[src/cpuDecode_defs.svh]
/*
  Decode stage widths
  Word, register id and pipeline bundle sizes shared by the decode RTL
*/
`ifndef CPU_DECODE_DEFS_SVH
`define CPU_DECODE_DEFS_SVH
`default_nettype none

`define DATA_W    16  // Machine word
`define REG_ID_W  4   // 16 general registers
`define EX_SIG_W  63  // Execute bundle
`define MEM_SIG_W 18  // Memory bundle
`define WB_SIG_W  8   // Writeback bundle

`default_nettype wire
`endif

[src/decodePkg.sv]
/*
  Decode package
  Opcode and branch condition encodings of the teaching CPU
*/
`default_nettype none

package decodePkg;

  // Top nibble of the instruction word
  typedef enum logic [3:0] {
    opAdd    = 4'h0,
    opSub    = 4'h1,
    opXor    = 4'h2,
    opRed    = 4'h3,
    opSll    = 4'h4,
    opSra    = 4'h5,
    opRor    = 4'h6,
    opPaddsb = 4'h7,
    opLw     = 4'h8,
    opSw     = 4'h9,
    opLlb    = 4'hA,
    opLhb    = 4'hB,
    opB      = 4'hC,   // PC relative branch
    opBr     = 4'hD,   // Register branch
    opPcs    = 4'hE,
    opHlt    = 4'hF
  } opcodeT;

  // Branch condition in bits 11..9
  typedef enum logic [2:0] {
    condNe, condEq, condGt, condLt, condGe, condLe, condOvf, condUncond
  } condT;

endpackage

`default_nettype wire

[src/decodeCtrlIf.sv]
/*
  Decoded control word
  Carries the opcode decoder outputs to the operand builder and the
  branch resolver
*/
`timescale 1ns/100ps
`default_nettype none

interface decodeCtrlIf;

  logic       branch;               // b or br
  logic [3:0] aluOp;                // Opcode, add for lw/sw
  logic       aluSrc, regSrc;       // Immediate operand / rd as first source
  logic       zEn, nvEn;            // Flag update enables
  logic       memEnable, memWrite;  // Data memory access
  logic       regWrite, memToReg;   // Writeback control
  logic       hlt, pcs;

  // Opcode decoder side
  modport producer (output branch, aluOp, aluSrc, regSrc, zEn, nvEn,
                    memEnable, memWrite, regWrite, memToReg, hlt, pcs);

  // Datapath blocks read only
  modport consumer (input branch, aluOp, aluSrc, regSrc, zEn, nvEn,
                    memEnable, memWrite, regWrite, memToReg, hlt, pcs);

endinterface

`default_nettype wire

[src/controlUnit.sv]
/*
  Opcode decoder
  Turns the top nibble of the instruction into the control word
*/
`timescale 1ns/100ps
`include "cpuDecode_defs.svh"
`default_nettype none

module controlUnit (
  input  wire logic [`DATA_W-1:0] instr,  // Fetched word
  decodeCtrlIf.producer           ctrl     // Decoded control out
);
  import decodePkg::*;

  opcodeT opcode;

  assign opcode = opcodeT'(instr[15:12]);

  always_comb begin
    // Everything off unless the opcode says otherwise
    ctrl.branch    = 1'b0;
    ctrl.aluOp     = opcode;
    ctrl.aluSrc    = 1'b0;
    ctrl.regSrc    = 1'b0;
    ctrl.zEn       = 1'b0;
    ctrl.nvEn      = 1'b0;
    ctrl.memEnable = 1'b0;
    ctrl.memWrite  = 1'b0;
    ctrl.regWrite  = 1'b0;
    ctrl.memToReg  = 1'b0;
    ctrl.hlt       = 1'b0;
    ctrl.pcs       = 1'b0;
    case (opcode)
      opAdd, opSub: begin
        ctrl.zEn      = 1'b1;
        ctrl.nvEn     = 1'b1;  // Only arithmetic sets N and V
        ctrl.regWrite = 1'b1;
      end
      opXor: begin
        ctrl.zEn      = 1'b1;
        ctrl.regWrite = 1'b1;
      end
      opRed, opPaddsb: ctrl.regWrite = 1'b1;  // No flag update
      opSll, opSra, opRor: begin              // Shift amount is imm4
        ctrl.zEn      = 1'b1;
        ctrl.aluSrc   = 1'b1;
        ctrl.regWrite = 1'b1;
      end
      opLw: begin
        ctrl.aluOp     = opAdd;  // Address = base + offset
        ctrl.aluSrc    = 1'b1;
        ctrl.memEnable = 1'b1;
        ctrl.memToReg  = 1'b1;
        ctrl.regWrite  = 1'b1;
      end
      opSw: begin
        ctrl.aluOp     = opAdd;
        ctrl.aluSrc    = 1'b1;
        ctrl.memEnable = 1'b1;
        ctrl.memWrite  = 1'b1;
      end
      opLlb, opLhb: begin  // rd is also the source
        ctrl.aluSrc   = 1'b1;
        ctrl.regSrc   = 1'b1;
        ctrl.regWrite = 1'b1;
      end
      opB, opBr: ctrl.branch = 1'b1;
      opPcs: begin
        ctrl.pcs      = 1'b1;
        ctrl.regWrite = 1'b1;
      end
      opHlt: ctrl.hlt = 1'b1;
    endcase
  end

endmodule

`default_nettype wire

[src/registerFile.sv]
/*
  Register file
  16 x 16 bit, two combinational reads, one clocked write
  A same-cycle write is forwarded to the read ports
*/
`timescale 1ns/100ps
`include "cpuDecode_defs.svh"
`default_nettype none

module registerFile (
  input  wire logic                 clk,
  input  wire logic                 rstN,
  input  wire logic                 wrEn,     // Writeback valid
  input  wire logic [`REG_ID_W-1:0] wrId,
  input  wire logic [`DATA_W-1:0]   wrData,
  input  wire logic [`REG_ID_W-1:0] srcId1,
  input  wire logic [`REG_ID_W-1:0] srcId2,
  output logic      [`DATA_W-1:0]   srcData1,
  output logic      [`DATA_W-1:0]   srcData2
);

  localparam int regCnt = 1 << `REG_ID_W;

  logic [`DATA_W-1:0] regs [regCnt];

  // Storage
  always_ff @(posedge clk or negedge rstN) begin
    if (!rstN) begin
      for (int i = 0; i < regCnt; i++) regs[i] <= '0;  // All registers start at zero
    end else if (wrEn) begin
      regs[wrId] <= wrData;
    end
  end

  // Bypass beats the array on an id match
  assign srcData1 = (wrEn && (wrId == srcId1)) ? wrData : regs[srcId1];
  assign srcData2 = (wrEn && (wrId == srcId2)) ? wrData : regs[srcId2];

endmodule

`default_nettype wire

[src/branchResolver.sv]
/*
  Branch resolver
  Checks the condition against Z/V/N, forms the relative or register
  target and decides predictor updates and PC redirect
*/
`timescale 1ns/100ps
`include "cpuDecode_defs.svh"
`default_nettype none

module branchResolver (
  input  wire logic [`DATA_W-1:0] instr,
  input  wire logic [2:0]         flags,            // Z, V, N
  input  wire logic [`DATA_W-1:0] srcData1,         // rs value for br
  input  wire logic [`DATA_W-1:0] pcCurr,           // PC fetched behind this branch
  input  wire logic [`DATA_W-1:0] pcNext,           // Fall-through address
  input  wire logic [`DATA_W-1:0] predictedTarget,  // From the BTB
  decodeCtrlIf.consumer           ctrl,
  output logic                    isBr,
  output logic                    actualTaken,
  output logic      [`DATA_W-1:0] branchTarget,
  output logic      [`DATA_W-1:0] actualTarget,
  output logic                    wenBht,
  output logic                    wenBtb,
  output logic                    updatePc
);
  import decodePkg::*;

  condT               cond;
  logic               zFlag, vFlag, nFlag;
  logic               condMet;
  logic [`DATA_W-1:0] relOffset;  // Word offset in bytes

  assign cond = condT'(instr[11:9]);
  assign {zFlag, vFlag, nFlag} = flags;
  assign isBr = instr[12];  // Low opcode bit splits b from br

  ////////////////////
  // Condition
  ////////////////////
  always_comb begin
    condMet = 1'b0;
    case (cond)
      condNe:     condMet = !zFlag;
      condEq:     condMet = zFlag;
      condGt:     condMet = !zFlag && !nFlag;
      condLt:     condMet = nFlag;
      condGe:     condMet = zFlag || (!zFlag && !nFlag);
      condLe:     condMet = nFlag || zFlag;
      condOvf:    condMet = vFlag;
      condUncond: condMet = 1'b1;
    endcase
  end

  ////////////////////
  // Targets
  ////////////////////
  assign relOffset    = {{(`DATA_W-10){instr[8]}}, instr[8:0], 1'b0};  // Sign-extend, x2
  assign branchTarget = isBr ? srcData1 : pcNext + relOffset;

  assign actualTaken  = ctrl.branch && condMet;
  assign actualTarget = actualTaken ? branchTarget : pcNext;

  // Predictor training and redirect
  assign wenBht   = ctrl.branch;
  assign wenBtb   = actualTaken && (predictedTarget != actualTarget);  // BTB entry stale
  assign updatePc = ctrl.branch && (pcCurr != actualTarget);          // Wrong path fetched

endmodule

`default_nettype wire

[src/operandBuilder.sv]
/*
  Operand builder
  Picks source register ids, extends the immediate and packs the
  execute, memory and writeback bundles; a NOP squashes all three
*/
`timescale 1ns/100ps
`include "cpuDecode_defs.svh"
`default_nettype none

module operandBuilder (
  input  wire logic [`DATA_W-1:0]    instr,
  decodeCtrlIf.consumer              ctrl,
  input  wire logic [`DATA_W-1:0]    srcData1,
  input  wire logic [`DATA_W-1:0]    srcData2,
  output logic      [`REG_ID_W-1:0]  srcId1,
  output logic      [`REG_ID_W-1:0]  srcId2,
  output logic      [`EX_SIG_W-1:0]  exSignals,
  output logic      [`MEM_SIG_W-1:0] memSignals,
  output logic      [`WB_SIG_W-1:0]  wbSignals
);

  logic [`REG_ID_W-1:0] rd, rs, rt;
  logic [3:0]           imm4;
  logic [7:0]           imm8;    // llb/lhb byte
  logic [`DATA_W-1:0]   aluImm;
  logic                 isNop;

  ////////////////////
  // Field extraction
  ////////////////////
  assign rd    = instr[11:8];
  assign rs    = instr[7:4];
  assign rt    = instr[3:0];
  assign imm4  = instr[3:0];
  assign imm8  = instr[7:0];
  assign isNop = (instr == '0);

  assign srcId1 = ctrl.regSrc ? rd : rs;    // llb/lhb modify rd in place
  assign srcId2 = ctrl.memWrite ? rd : rt;  // sw stores rd

  // Memory offsets are signed, shift amounts are not
  assign aluImm = ctrl.regSrc    ? {{(`DATA_W-8){1'b0}}, imm8} :
                  ctrl.memEnable ? {{(`DATA_W-4){imm4[3]}}, imm4} :
                                   {{(`DATA_W-4){1'b0}}, imm4};

  ////////////////////
  // Bundles
  ////////////////////
  assign exSignals = isNop ? '0 :
                     {srcId1, srcId2, srcData1, aluImm, srcData2,
                      ctrl.aluOp, ctrl.aluSrc, ctrl.zEn, ctrl.nvEn};
  assign memSignals = isNop ? '0 : {srcData2, ctrl.memEnable, ctrl.memWrite};  // Store data
  assign wbSignals  = isNop ? '0 :
                      {rd, ctrl.regWrite, ctrl.memToReg, ctrl.hlt, ctrl.pcs};

endmodule

`default_nettype wire

[src/decodeStage.sv]
/*
  Instruction decode stage
  Opcode decoder, register file, operand builder and branch resolver
  of the 16-bit pipelined CPU
*/
`timescale 1ns/100ps
`include "cpuDecode_defs.svh"
`default_nettype none

module decodeStage (
  input  wire logic                  clk,
  input  wire logic                  rstN,
  input  wire logic [`DATA_W-1:0]    pcCurr,
  input  wire logic [`DATA_W-1:0]    instr,
  input  wire logic [`DATA_W-1:0]    pcNext,
  input  wire logic [2:0]            flags,          // Z, V, N
  input  wire logic [`DATA_W-1:0]    predictedTarget,
  input  wire logic                  wbRegWrite,     // Writeback port
  input  wire logic [`REG_ID_W-1:0]  wbRegId,
  input  wire logic [`DATA_W-1:0]    wbData,
  output logic      [`EX_SIG_W-1:0]  exSignals,
  output logic      [`MEM_SIG_W-1:0] memSignals,
  output logic      [`WB_SIG_W-1:0]  wbSignals,
  output logic                       isBranch,
  output logic                       isBr,
  output logic                       actualTaken,
  output logic                       wenBht,
  output logic      [`DATA_W-1:0]    branchTarget,
  output logic                       wenBtb,
  output logic      [`DATA_W-1:0]    actualTarget,
  output logic                       updatePc
);

  logic [`REG_ID_W-1:0] srcId1, srcId2;
  logic [`DATA_W-1:0]   srcData1, srcData2;

  decodeCtrlIf ctrlBus ();

  controlUnit uCtrl (.instr, .ctrl(ctrlBus.producer));

  registerFile uRegFile (
    .clk, .rstN,
    .wrEn(wbRegWrite), .wrId(wbRegId), .wrData(wbData),  // From writeback stage
    .srcId1, .srcId2, .srcData1, .srcData2
  );

  operandBuilder uOperands (
    .instr, .ctrl(ctrlBus.consumer), .srcData1, .srcData2,
    .srcId1, .srcId2, .exSignals, .memSignals, .wbSignals
  );

  branchResolver uBranch (
    .instr, .flags, .srcData1, .pcCurr, .pcNext, .predictedTarget,
    .ctrl(ctrlBus.consumer), .isBr, .actualTaken, .branchTarget,
    .actualTarget, .wenBht, .wenBtb, .updatePc
  );

  assign isBranch = ctrlBus.branch;

endmodule

`default_nettype wire

[config.mk]
export PLATFORM = sky130hd
export DESIGN_NAME = decodeStage
export DESIGN_NICKNAME = d
export VERILOG_FILES = /design/src/decodePkg.sv /design/src/decodeCtrlIf.sv /design/src/controlUnit.sv /design/src/registerFile.sv /design/src/branchResolver.sv /design/src/operandBuilder.sv /design/src/decodeStage.sv
export VERILOG_INCLUDE_DIRS = /design/src
export SDC_FILE = /design/constraint.sdc
export NUM_CORES = 1
export LEC_CHECK = 0
export BUFFER_PORTS_ARGS = -buffer_cell sky130_fd_sc_hd__buf_2
export CORE_ASPECT_RATIO = 1.75
export CORE_MARGIN = 3
export CORE_UTILIZATION = 60
export DETAILED_ROUTE_END_ITERATION = 10
export HOLD_SLACK_MARGIN = 0.1
export PLACE_DENSITY = 0.82
export SETUP_SLACK_MARGIN = 0.1
export SYNTH_ARGS = -nofsm -noshare
export SYNTH_HDL_FRONTEND = slang
export SYNTH_SLANG_ARGS = --single-unit
[constraint.sdc]
create_clock -name clk -period 7.36 [get_ports clk]
set_clock_uncertainty 0.05 [all_clocks]
set_input_delay 0.736 -clock clk [delete_from_list [all_inputs] [get_ports clk]]
set_output_delay 0.736 -clock clk [all_outputs]
set_load 0.02 [all_outputs]
==> out/qor.txt <==
period utilisation layout: 83.7%
clock buffer count from CTS: 23
hold buffers post-CTS: 0
Warnings, synthesis: 0
final setup vio count: 0
Slew Viols, Final: 2
layout cells sized above 1: 28.5%
RD Place Congestion: 0.983
Peak VDD IR: 0.000143 V
initial DRC count: 2,208
# IOs: 217
ANT nets after route: 0
post-synthesis cell area: 17,300 um^2
H-tree Lvls: 1
final hold viol count: 0
crit start category: input pin
worst-path maximum fanout: 53
Initial DRT Pass Iterations: 6
Finished Layout Cells: 2,388
Setup crit end kind: primary output
Hold WC Path Type: input pin to async pin
Area Overhead vs Synth: 10.5%
leakage power: 8.54 nW
clk buf depth: 3
drt drc: 0
Nets: 2,106
CTS resizes: 0
number of global-route vias before repair: 16,200
vias per cell: 6.93
Main synth FF type: dfrtp_1
mean post-synth cell area: 9.01 um^2
Buffers on Ports: 216
Reg with most FFs: uRegFile.regs
Chip Height: 230 um
antenna violations before repair: 1
Worst-Margin Slew: 1.51 ns
Synth cell types: 72
Reg clk slew, reported paths: 0.06 ns
number of synthesized flops with an enable pin: 0
Syn Nets: 2,022
worst stage delay on the critical path: 0.67 ns
met2 Usage GRT: 60.0%
CP Cell Sequence: buf_2 > and4b_1 > a21oi_4 > buf_4 > mux4_2 > a211o_1 > a31oi_1 > o2bb2ai_1 > a21oi_1 > nand2b_1 > o2111ai_1 > o31a_1 > buf_2
Slowest-stage cell, CP: buf_4
first-pass GRT wire length: 90,700 um
max FFs per register: 256
dpl hpwl: 38,200 um
RSZ-0062 raised after global routing: false
Synth Instances: 1,917
WP data arrival: 5.38 ns
Top Registers: uRegFile.regs (256)
TritonCTS sink count: 256
row count: 81
delay-heaviest family, CP: compound AO/OA/AOI/OAI gates
Synth Register Bits: 256
ys async rst share: 100%
DR WL/cell: 25.1 um
Seq/Total Area, Yosys: 37.1%
met1 usage: 42.7%
Starting Density: 61.3%
Power Dens Cells: 248 nW/um^2
setup TNS: 0 ns
most frequent CP cell: buf_2
violated checks: capacitance limit, slew limit
cell total after placement: 2,349
min cycle time layout: 6.16 ns
gr ovfl total: 0
buffers plus inverters on the worst setup path: 3
kind of critical path: input pin to primary output
fmax: 0.162 GHz
post-CTS repair timing setup buffer count: 0
status: complete, but fails checks
Detailed Route WL: 60,000 um
core area: 28,200 um^2
Root Buffer Master: clkbuf_16
CTS tree: done
gr busiest metal: met2
DR vias: 16,600
GRT Util Overall: 37.7%
die area: 30,900 um^2
met3 GRT Util: 9.53%
largest net degree at the start of global routing: 151
die width: 134 um
clk_lat worst skew: 0.54 ns
Slew headroom: -1.31%
CP Data Required Time: 6.57 ns
Max Cap Viol: 1
## metrics by stage
stage | cell area [um^2] | utilization, % | total power, mW | worst slack (ns) | hold slack (ns)
final | 19100 | 67.7 | 4.73 | 1.20 | 0.169
after global routing | 19100 | 67.7 | 4.93 | 1.11 | 0.258
after CTS | 19100 | 67.7 | 4.68 | 1.52 | 0.236
after detailed placement | 18300 | 65.1 | 3.46 | 1.54 | 0.431
after global placement | 18300 | 65.1 | 3.40 | 1.68 | 0.413
after floorplan | 17300 | - | 3.00 | 2.10 | 0.390
## logic make-up (layout without fill, tap and decap cells)
| group | after synthesis | count (layout) | synth area share, % |
|---|---|---|---|
| XOR/XNOR | 53 | 53 | 2.69 |
| flip-flops | 256 | 256 | 37.1 |
| AO/OA/AOI/OAI | 304 | 304 | 12.4 |
| other | 0 | 1 | 0 |
| adder cells (fa/ha/maj) | 15 | 15 | 1.13 |
| multiplexers | 334 | 334 | 22.1 |
| AND/OR/NAND/NOR | 721 | 721 | 18.3 |
| buffers and inverters | 234 | 331 | 6.22 |
## final timing paths
kind	slack (ns)	cells after the start	start	to
min reg2reg	0.44	2	uRegFile.regs[176]$_DFFE_PN0P_	uRegFile.regs[176]$_DFFE_PN0P_
max in group asynchronous	5.71	2	rstN	uRegFile.regs[69]$_DFFE_PN0P_
min in group clk	0.44	2	uRegFile.regs[176]$_DFFE_PN0P_	uRegFile.regs[176]$_DFFE_PN0P_
min	0.17	1	rstN	uRegFile.regs[42]$_DFFE_PN0P_
max reg2reg	6.44	1	uRegFile.regs[247]$_DFFE_PN0P_	uRegFile.regs[247]$_DFFE_PN0P_
max	1.20	13	instr[8]	updatePc
## layer usage
layer / part of all wire, % / up-vias
met2: 45 / 1339
met4: 9.8 / 0
met5: 0 / -
met3: 12 / 415
li1: - / 6968
met1: 33 / 7828
## where the power goes
| part | internal, mW | switching [mW] |
|---|---|---|
| logic | 0.629 | 0.857 |
| registers | 1.73 | 0.279 |
| clock network | 0.687 | 0.549 |
## cell type report
class	instances	area [um^2]
multi-input cells	1427	9890
fillers	2194	9100
flip-flops and latches	256	6410
repair buffers	252	1410
clock buffers	33	653
well taps	373	467
inverters	41	160
clock inverters	5	85.1
diodes	1	2.50
## cell usage in the layout, fill, tap and decap left out, types with 6 or more instances in the layout
| cell type | n |
|---|---|
| mux4_2 | 9 |
| a32oi_1 | 28 |
| ha_1 | 14 |
| nand2b_1 | 10 |
| clkbuf_1 | 6 |
| xnor2_1 | 33 |
| a21o_1 | 9 |
| buf_2 | 215 |
| nor4_1 | 8 |
| nand2_1 | 417 |
| nor2_1 | 58 |
| nor2_2 | 8 |
| nor3_1 | 11 |
| mux2i_1 | 74 |
| or3_1 | 6 |
| a211oi_1 | 14 |
| buf_4 | 32 |
| dfrtp_1 | 256 |
| clkbuf_16 | 23 |
| and2_1 | 8 |
| a311oi_1 | 35 |
| nand3_1 | 134 |
| o21ai_0 | 52 |
| a21oi_1 | 58 |
| xor2_1 | 20 |
| inv_1 | 33 |
| a2111oi_0 | 10 |
| a221oi_1 | 12 |
| mux2i_4 | 9 |
| and3_1 | 19 |
| mux2_2 | 241 |
| a31oi_1 | 30 |
| nand4_1 | 21 |
## cell usage after synthesis, types with 4 or more instances
| library cell | number | share of area, % |
|---|---|---|
| a2111oi_0 | 10 | 0.51 |
| a211o_1 | 4 | 0.20 |
| a211oi_1 | 14 | 0.61 |
| a21o_1 | 9 | 0.39 |
| a21oi_1 | 60 | 1.7 |
| a221oi_1 | 12 | 0.61 |
| a22oi_1 | 5 | 0.22 |
| a311oi_1 | 35 | 1.8 |
| a31oi_1 | 30 | 1.1 |
| a32oi_1 | 28 | 1.4 |
| and2_1 | 8 | 0.29 |
| and3_1 | 19 | 0.69 |
| buf_1 | 7 | 0.15 |
| buf_2 | 22 | 0.64 |
| buf_4 | 34 | 1.5 |
| buf_6 | 5 | 0.33 |
| clkbuf_1 | 125 | 2.7 |
| dfrtp_1 | 256 | 37 |
| ha_1 | 14 | 1.0 |
| inv_1 | 33 | 0.72 |
| inv_2 | 5 | 0.11 |
| mux2_2 | 241 | 16 |
| mux2i_1 | 78 | 4.5 |
| mux2i_4 | 5 | 0.65 |
| mux4_2 | 9 | 1.2 |
| nand2_1 | 417 | 9.1 |
| nand2b_1 | 10 | 0.36 |
| nand3_1 | 134 | 3.9 |
| nand4_1 | 21 | 0.76 |
| nor2_1 | 67 | 1.5 |
| nor2b_1 | 6 | 0.22 |
| nor3_1 | 11 | 0.32 |
| nor4_1 | 9 | 0.33 |
| o2111ai_1 | 4 | 0.20 |
| o211ai_1 | 4 | 0.17 |
| o21a_1 | 5 | 0.22 |
| o21ai_0 | 52 | 1.5 |
| o22ai_1 | 4 | 0.14 |
| o31a_1 | 4 | 0.20 |
| or3_1 | 6 | 0.22 |
| xnor2_1 | 33 | 1.7 |
| xor2_1 | 20 | 1.0 |
Note: power is estimated with default switching activity, not from simulation.
